## config.mk

```make
export PLATFORM = sky130hd
export DESIGN_NAME = hb_dec_chain
export DESIGN_NICKNAME = d
export VERILOG_FILES = /design/src/dsp_types_pkg.sv /design/src/hb_coeff_pkg.sv /design/src/round_sd.sv /design/src/small_hb_dec.sv /design/src/hb_dec_chain.sv
export SDC_FILE = /design/constraint.sdc
export NUM_CORES = 2
export LEC_CHECK = 0
export BUFFER_PORTS_ARGS = -buffer_cell sky130_fd_sc_hd__buf_2
export CORE_MARGIN = 2
export CORE_UTILIZATION = 50
export CTS_CLUSTER_DIAMETER = 40
export DETAILED_ROUTE_END_ITERATION = 6
export PLACE_DENSITY = 0.65
export SLEW_MARGIN = 30
export SYNTH_ARGS = -nofsm -noshare
export SYNTH_HDL_FRONTEND = slang
export SYNTH_SLANG_ARGS = --single-unit
```

## constraint.sdc

```tcl
create_clock -name clk -period 17.8 [get_ports clk]
set_input_delay 5.34 -clock clk [delete_from_list [all_inputs] [get_ports clk]]
set_output_delay 5.34 -clock clk [all_outputs]
set_load 0.1 [all_outputs]
```

## src/dsp_types_pkg.sv

```systemverilog
// Sample, accumulator and MAC sequencer types shared by the halfband decimation chain
`default_nettype none

package dsp_types_pkg;

   // Width of a real sample on every strobed port
   localparam int sample_w = 18;

   // Full precision of the multiply-accumulate, one 18x18 product wide
   localparam int accum_w = 36;

   typedef logic signed [sample_w-1:0] sample_t;
   typedef logic signed [accum_w-1:0]  accum_t;

   // One sample with its valid strobe, 19 bits in total
   // The data field means something only while stb is high
   typedef struct packed {
      logic    stb;
      sample_t data;
   } strobed_sample_t;

   // Steps of the shared multiplier, one output per pass
   typedef enum logic [1:0] {
      mac_idle,
      mac_outer,
      mac_inner,
      mac_sum
   } mac_state_t;

endpackage

`default_nettype wire

```

## src/hb_coeff_pkg.sv

```systemverilog
// Halfband tap values, accumulator slice and rounder widths for the decimator stage
`default_nettype none

package hb_coeff_pkg;

   // Taps are scaled so that the centre tap of one half sits at 2^16
   localparam int coeff_w = 18;
   localparam logic signed [coeff_w-1:0] coeff_a = -18'sd10690;
   localparam logic signed [coeff_w-1:0] coeff_b = 18'sd75809;

   // Left shift that puts the centre sample at weight one half
   localparam int middle_shift = 16;

   // Part of the 36-bit accumulator that is handed to the rounder
   localparam int slice_hi = 35;
   localparam int slice_lo = 11;

   // Rounder widths, the difference is the residue carried between samples
   localparam int round_in_w  = slice_hi - slice_lo + 1;
   localparam int round_out_w = 19;
   localparam int residue_w   = round_in_w - round_out_w;

endpackage

`default_nettype wire

```

## src/round_sd.sv

```systemverilog
// Error-feedback rounder that narrows a strobed value and carries the lost fraction forward
`timescale 1ns/100ps
`default_nettype none

module round_sd
(
   input  wire logic                                        clk,
   input  wire logic                                        rst,
   input  wire logic signed [hb_coeff_pkg::round_in_w-1:0]  in,
   input  wire logic                                        stb_in,
   output logic signed [hb_coeff_pkg::round_out_w-1:0]      out,
   output logic                                             stb_out
);

   import hb_coeff_pkg::*;

   // Fraction dropped by the previous output, always non-negative
   logic [residue_w-1:0] residue;

   // Input plus the carried fraction
   logic signed [round_in_w-1:0] sum;

   // The residue is zero-extended so it only ever pushes the value upwards
   // The accumulator slice has headroom, so this addition cannot wrap
   assign sum = in + signed'({{round_out_w{1'b0}}, residue});

   // Control side: the residue and the strobe are cleared by reset
   always_ff @(posedge clk)
   begin
      if (rst)
      begin
         residue <= '0;
         stb_out <= 1'b0;
      end
      else
      begin
         stb_out <= stb_in;
         // The new low bits become the correction for the next value
         if (stb_in)
            residue <= sum[residue_w-1:0];
      end
   end

   // Upper bits of the corrected sum are the truncated result
   always_ff @(posedge clk)
   begin
      if (stb_in)
         out <= sum[round_in_w-1:residue_w];
   end

endmodule

`default_nettype wire

```

## src/small_hb_dec.sv

```systemverilog
// Halfband decimate-by-two stage with taps A 0 B 0.5 B 0 A, one shared multiplier and bypass
`timescale 1ns/100ps
`default_nettype none

module small_hb_dec
(
   input  wire logic                             clk,
   input  wire logic                             rst,
   input  wire logic                             run,
   input  wire logic                             bypass,
   input  wire dsp_types_pkg::strobed_sample_t   in,
   output dsp_types_pkg::strobed_sample_t        out
);

   import dsp_types_pkg::*;
   import hb_coeff_pkg::*;

   // Folding adder for a symmetric tap pair
   // The sum is halved so it stays 18 bits, the taps carry the extra factor of two
   function automatic sample_t add_half(input sample_t a, input sample_t b);
      logic signed [sample_w:0] full;
      full = {a[sample_w-1], a} + {b[sample_w-1], b};
      return full[sample_w:1];
   endfunction

   // Saturate the rounder result to the 18-bit sample range
   function automatic sample_t clip(input logic signed [round_out_w-1:0] v);
      if (v[round_out_w-1] != v[round_out_w-2])
         return v[round_out_w-1] ? {1'b1, {(sample_w-1){1'b0}}} : {1'b0, {(sample_w-1){1'b1}}};
      else
         return v[sample_w-1:0];
   endfunction

   strobed_sample_t in_d1;
   logic            phase;
   logic            go;
   sample_t         dly [1:6];
   sample_t         sum_a;
   sample_t         sum_b;
   sample_t         middle;
   mac_state_t      mac_state;
   accum_t          prod;
   accum_t          accum;
   logic            round_stb;

   logic signed [round_out_w-1:0] rnd_data;
   logic                          rnd_stb;

   // Input register, the strobe is control and gets a reset
   always_ff @(posedge clk)
   begin
      if (rst)
         in_d1.stb <= 1'b0;
      else
         in_d1.stb <= in.stb;
   end

   always_ff @(posedge clk)
   begin
      in_d1.data <= in.data;
   end

   // Phase toggles per registered sample, the second sample of a pair fires go
   always_ff @(posedge clk)
   begin
      if (rst || !run)
         phase <= 1'b0;
      else if (in_d1.stb)
         phase <= ~phase;
   end

   assign go = in_d1.stb & phase;

   // Six-deep delay line, shifted once per registered sample
   always_ff @(posedge clk)
   begin
      if (rst)
      begin
         for (int i = 1; i <= 6; i++)
            dly[i] <= '0;
      end
      else if (in_d1.stb)
      begin
         dly[1] <= in_d1.data;
         for (int i = 2; i <= 6; i++)
            dly[i] <= dly[i-1];
      end
   end

   // On go the two folded pairs and the centre tap are captured together
   // Outer pair is newest and sixth-oldest, inner pair is second and fourth
   always_ff @(posedge clk)
   begin
      if (go)
      begin
         sum_a  <= add_half(in_d1.data, dly[6]);
         sum_b  <= add_half(dly[2], dly[4]);
         middle <= dly[3];
      end
   end

   // Sequencer for the shared multiplier
   // Outer product is formed first, inner product one cycle later, then the sum closes
   always_ff @(posedge clk)
   begin
      if (rst || !run)
      begin
         mac_state <= mac_idle;
         round_stb <= 1'b0;
      end
      else
      begin
         round_stb <= (mac_state == mac_sum);
         case (mac_state)
            mac_idle:  mac_state <= go ? mac_outer : mac_idle;
            mac_outer: mac_state <= mac_inner;
            mac_inner: mac_state <= mac_sum;
            default:   mac_state <= mac_idle;
         endcase
      end
   end

   // Registered multiply, its operands are steered by the sequencer state
   always_ff @(posedge clk)
   begin
      if (mac_state == mac_outer)
         prod <= sum_a * coeff_a;
      else if (mac_state == mac_inner)
         prod <= sum_b * coeff_b;
   end

   // Accumulator starts from the centre at weight one half plus the outer product
   // A dropped run throws away any partial result
   always_ff @(posedge clk)
   begin
      if (rst || !run)
         accum <= '0;
      else if (mac_state == mac_inner)
         accum <= (accum_t'(middle) <<< middle_shift) + prod;
      else if (mac_state == mac_sum)
         accum <= accum + prod;
   end

   round_sd round_acc
   (
      .clk     (clk),
      .rst     (rst),
      .in      (accum[slice_hi:slice_lo]),
      .stb_in  (round_stb),
      .out     (rnd_data),
      .stb_out (rnd_stb)
   );

   // Output register picks the raw registered input in bypass, else the clipped result
   always_ff @(posedge clk)
   begin
      if (bypass)
         out.data <= in_d1.data;
      else if (rnd_stb)
         out.data <= clip(rnd_data);
   end

   always_ff @(posedge clk)
   begin
      if (rst)
         out.stb <= 1'b0;
      else if (bypass)
         out.stb <= in_d1.stb;
      else
         out.stb <= rnd_stb;
   end

endmodule

`default_nettype wire

```

## src/hb_dec_chain.sv

```systemverilog
// Two cascaded halfband decimators giving a quarter-rate output, each with its own bypass
`timescale 1ns/100ps
`default_nettype none

module hb_dec_chain
(
   input  wire logic                             clk,
   input  wire logic                             rst,
   input  wire logic                             run,
   input  wire logic                             bypass_1,
   input  wire logic                             bypass_2,
   input  wire dsp_types_pkg::strobed_sample_t   in,
   output dsp_types_pkg::strobed_sample_t        out
);

   import dsp_types_pkg::*;

   // Half-rate stream between the two stages
   // Stage 1 output spacing already meets the input limit of stage 2
   strobed_sample_t mid;

   // First decimation, full input rate to half rate
   small_hb_dec stage_1
   (
      .clk    (clk),
      .rst    (rst),
      .run    (run),
      .bypass (bypass_1),
      .in     (in),
      .out    (mid)
   );

   // Second decimation, half rate to quarter rate
   small_hb_dec stage_2
   (
      .clk    (clk),
      .rst    (rst),
      .run    (run),
      .bypass (bypass_2),
      .in     (mid),
      .out    (out)
   );

endmodule

`default_nettype wire

```

---- After elaboration in Yosys (flattened, before gate mapping) ----
Memories as Yosys holds them, arrays and structs flattened.
Index checks and enable logic that the tools add are counted.
cells by class
  multipliers ............................. 4
  muxes and demuxes ....................... 42
  reductions and logical operators ........ 10
  bitwise gates (word level) .............. 16
  equality and inequality tests ........... 8
  add/subtract/negate cells ............... 10
operators with widths
  kind                                                 count
  2-to-1 mux 18 bit                                    20
  2-to-1 mux 36 bit                                    8
  adder 18 x 18 -> 19 bit                              4
  adder 34 x 36 -> 36 bit                              2
  adder 36 bit                                         2
  multiplier 18 x 18 -> 36 bit, second input constant  2
  multiplier 18 x 14 -> 32 bit, second input constant  2
  adder 25 x 7 -> 25 bit                               2
  2-to-1 mux 1 bit                                     12
  bitwise OR 1 bit                                     12
  one-hot mux 2 bit (3 select lines)                   2
  nonzero test 2 bit                                   6
  == test 2 bit, second input constant                 4
  == test 2 x 1 -> 1 bit, second input constant        2
  logical NOT 2 bit                                    2
  bitwise AND 1 bit                                    2
  != test 1 bit                                        2
  NOT 1 bit                                            2
  logical NOT 1 bit                                    1
  logical OR 1 bit                                     1
word-level totals
  input bits .............................. 24
  word-level logic and storage cells ...... 124
  flip-flop bits (word level) ............. 388
  bits in writable memories ............... 216
  memories kept ........................... 2
memories
  memory       depth  width  rd ports  clocked after memory_dff  write ports  line                text
  stage_1.dly  6      18     6         0                         6            small_hb_dec.sv:37  sample_t dly [1:6];
  stage_2.dly  6      18     6         0                         6            small_hb_dec.sv:37

---- Logic depth before layout (Yosys ltp) ----
  depth after elaboration ................. 4
  depth in mapped cells ................... 23
  mapped depth without buffers ............ 23

---- Modules after synthesis ----
A second synthesis with hierarchy kept.
second synthesis, totals
  cells, all modules ...................... 5112
  area, all modules ....................... 51091.5 um^2
by module, submodules not included
  module                  seq. area each (um^2)  cells each  area each (um^2)  times used
  small_hb_dec (stage_1)  7677.4                 2451        24158.2           1
  small_hb_dec (stage_2)  7677.4                 2411        24000.5           1
  round_sd                710.7                  125         1466.4            2

---- Worst setup path after synthesis ----
Ideal clock, no wire load.
  kind .................................... input to register
  from .................................... input port rst
  to ...................................... register, netlist name stage_1.dly[0][100]
  setup time .............................. 421 ps
  arrival ................................. 6992 ps
  cell stages on the path ................. 2
  data required time ...................... 17379 ps
  setup slack ............................. 10387 ps
  buffers on the path ..................... 1
  cell sequence ........................... clkbuf_1 > or2_2
RTL lines
  element      line               text
  from (decl)  hb_dec_chain.sv:8  input wire logic rst,

==> qor.csv <==
metric,value,unit
Placer Congestion,0.950,
Synth Instances,5019,
crit start category,input pin,
final period utilization,0.396,
RSZ-0062 raised after global routing,no,
Post-Synth XOR/XNOR Area,0.0641,
cell taking the most area after synthesis,edfxtp_1,
Nets,6034,
ys flop type,edfxtp_1,
status,finished clean,
post-synthesis mux area share,0.0102,
P&R area growth vs syn,9.70,%
worst hold path class,reg2reg,
fin area,0.0553,mm²
layout cells sized above 1,0.0569,
final setup violation count,0,
Slew headroom,0.369,
Worst EP required,18.05,ns
critical path arrival,7.30,ns
synth warn,0,
placement row count,116,
Fmax achieved,0.142,GHz
Tightest Pin Transition,0.942,ns
clk sinks,604,
DR vias/cell,5.55,
WS Path Type,in2reg,
CTS Root Cell,clkbuf_16,
vias in the first global route,34000,
CTS H-tree lvls,3,
die area,0.103,mm²
setup tns final,0,ns
Wirelength per Cell,19.0,µm
GRT overflow,0,
Power Density,75.5,mW/mm²
initial core utilization,0.504,
Tot GR Track Use,0.238,
crit path capture type,register,
syn avg cell area,10.0,µm²
R2R Setup Slk,10.83,ns
Post-CTS Hold Buffers,0,
P_leak,25.0,nW
Max clock buf depth,3,
Synth Net Count,5991,
complex-gate fraction of the synthesized area,0.137,
"count leader, synth",inv_1,
endpoints failing hold,0,
Syn Std Cell Area,0.0504,mm²
Routed WL,123000,µm
Worst-path clk slew,0.06,ns
first-pass GRT wire length,191000,µm
# DRC,0,
Worst Clk Skew,0.0319,ns
Antenna Nets Post-Route,0,
hpwl dp,97100,µm
Fillers,8702,
"top cells by area, synth","edfxtp_1, ha_1, fa_1, dfxtp_1, inv_1",
IO Port Bufs,42,
pin count of the biggest net entering global routing,109,
register area share after synthesis,0.333,
DR pass1 iterations,6,
Post-CTS Setup Bufs,0,
Multi-input gate area,0.0306,mm²
Worst-Skew Late Latency,0.66,ns
Post-synth EDFFs,468,
initial antenna violation count,5,
critical-path maximum fanout,71,
Async SR Flop Fraction,0,
Synth Area in Adders,0.282,
top cell type's share of synthesized area,0.279,
Post-synth top cells,"inv_1, ha_1, edfxtp_1, fa_1, nand2_1",
"Distinct cells, synth",92,
Final min period,7.05,ns
initial DRC count,2744,
FF/Latch Area,0.0168,mm²
post_cts resized,0,
Die Y-Extent,321,µm
combinational family with the most area after synthesis,adder cells,
fin util,0.553,
CTS Buf Count,95,
io pins,43,
core area,0.100,mm²
Final Power,4.17,mW
Fin Hold WS,0.325,ns
"flops & latches, synth",604,
detailed-route via count,35700,
peak supply drop,78.6,µV
CTS tree,built,
max_cap viols,0,
Die X,321,µm
Post-DP Area,0.0520,mm²
final slew viol count,0,
Simple-Gate Fraction of Synth Area,0.113,
==> logic make-up after synthesis <==
kind of cell,Yosys count
DFF,604
and+or+nand+nor,1154
buffers and inverters,811
AOI/OAI and AO/OA,1082
muxes,50
adders and majority gates,949
xor gates and xnor gates,369
==> cell type report <==
type                    count  area share
multi-input cells        3604       0.554
flip-flops and latches    604       0.303
inverters                 687      0.0467
clock buffers             110      0.0459
well taps                1298      0.0294
clock inverters            70      0.0132
repair buffers             70     0.00767
diodes                      1   0.0000453
==> worst paths after layout <==
path / start / endpoint / depth (start not counted)
setup / recovery: rst / stage_2.dly[3][15] / 4
hold / removal: stage_1.out[9] / stage_2.in_d1[9] / 0
setup reg to reg: stage_1.sum_a[17] / stage_1.prod[35] / 21
hold reg to reg: stage_1.out[9] / stage_2.in_d1[9] / 0
==> where the power goes <==
part	internal, mW	leakage [nW]	switching (mW)
Combinational	0.237	17.7	0.460
Sequential	1.56	5.77	0.0298
Clock	1.14	1.56	0.745
Total	2.94	25.0	1.24
==> cell usage in the layout, fill, tap and decap left out, types with 22 or more instances in the layout <==
cell and n:
nand3_1 62, a21o_1 117, mux2i_1 44, dfxtp_1 136
nor3_1 55, or3_1 26, o22ai_1 32, and3_1 39
nand2b_1 50, clkbuf_16 99, buf_4 27, fa_1 312
buf_2 42, a21oi_1 306, and2_1 236, nor2b_1 44
xnor2_1 242, ha_1 634, a211oi_1 49, nand2_1 311
o21bai_1 32, a31oi_1 43, xor2_1 127, o21ai_0 261
inv_1 684, o21a_1 44, nor2_1 262, edfxtp_1 468
nand4_1 22
==> flip-flops by register name (all words and copies together) (netlist names), 19 cells and up <==
register               count
stage_2.prod              36
stage_1.in_d1             19
stage_1.dly              108
stage_1.round_acc.out     19
stage_2.out               19
stage_1.accum             36
stage_2.round_acc.out     19
stage_1.out               19
stage_2.accum             36
stage_1.prod              36
stage_2.dly              108
stage_2.in_d1             19
==> stage by stage <==
stage,setup slack [ns],std cells
floorplan,10.39,5019
global placement,10.14,6262
detailed placement,10.11,6262
CTS,10.78,6442
global route,10.34,6443
finish,10.75,6444
==> critical path: stages <==
cell and delay (ns):
buf_2 0.08, buf_4 0.39, or2_4 0.55, buf_4 0.81
==> routing by layer <==
layer	routed length, µm	vias to the layer above	global-route usage	part of all wire
met5	9	-	0	0.000073
met1	56500	17300	0.343	0.46
met3	7930	174	0.0385	0.065
met2	54400	829	0.368	0.44
met4	3770	2	0.0722	0.031
li1	-	17400	-	-
Note: power is estimated with default switching activity, not from simulation.
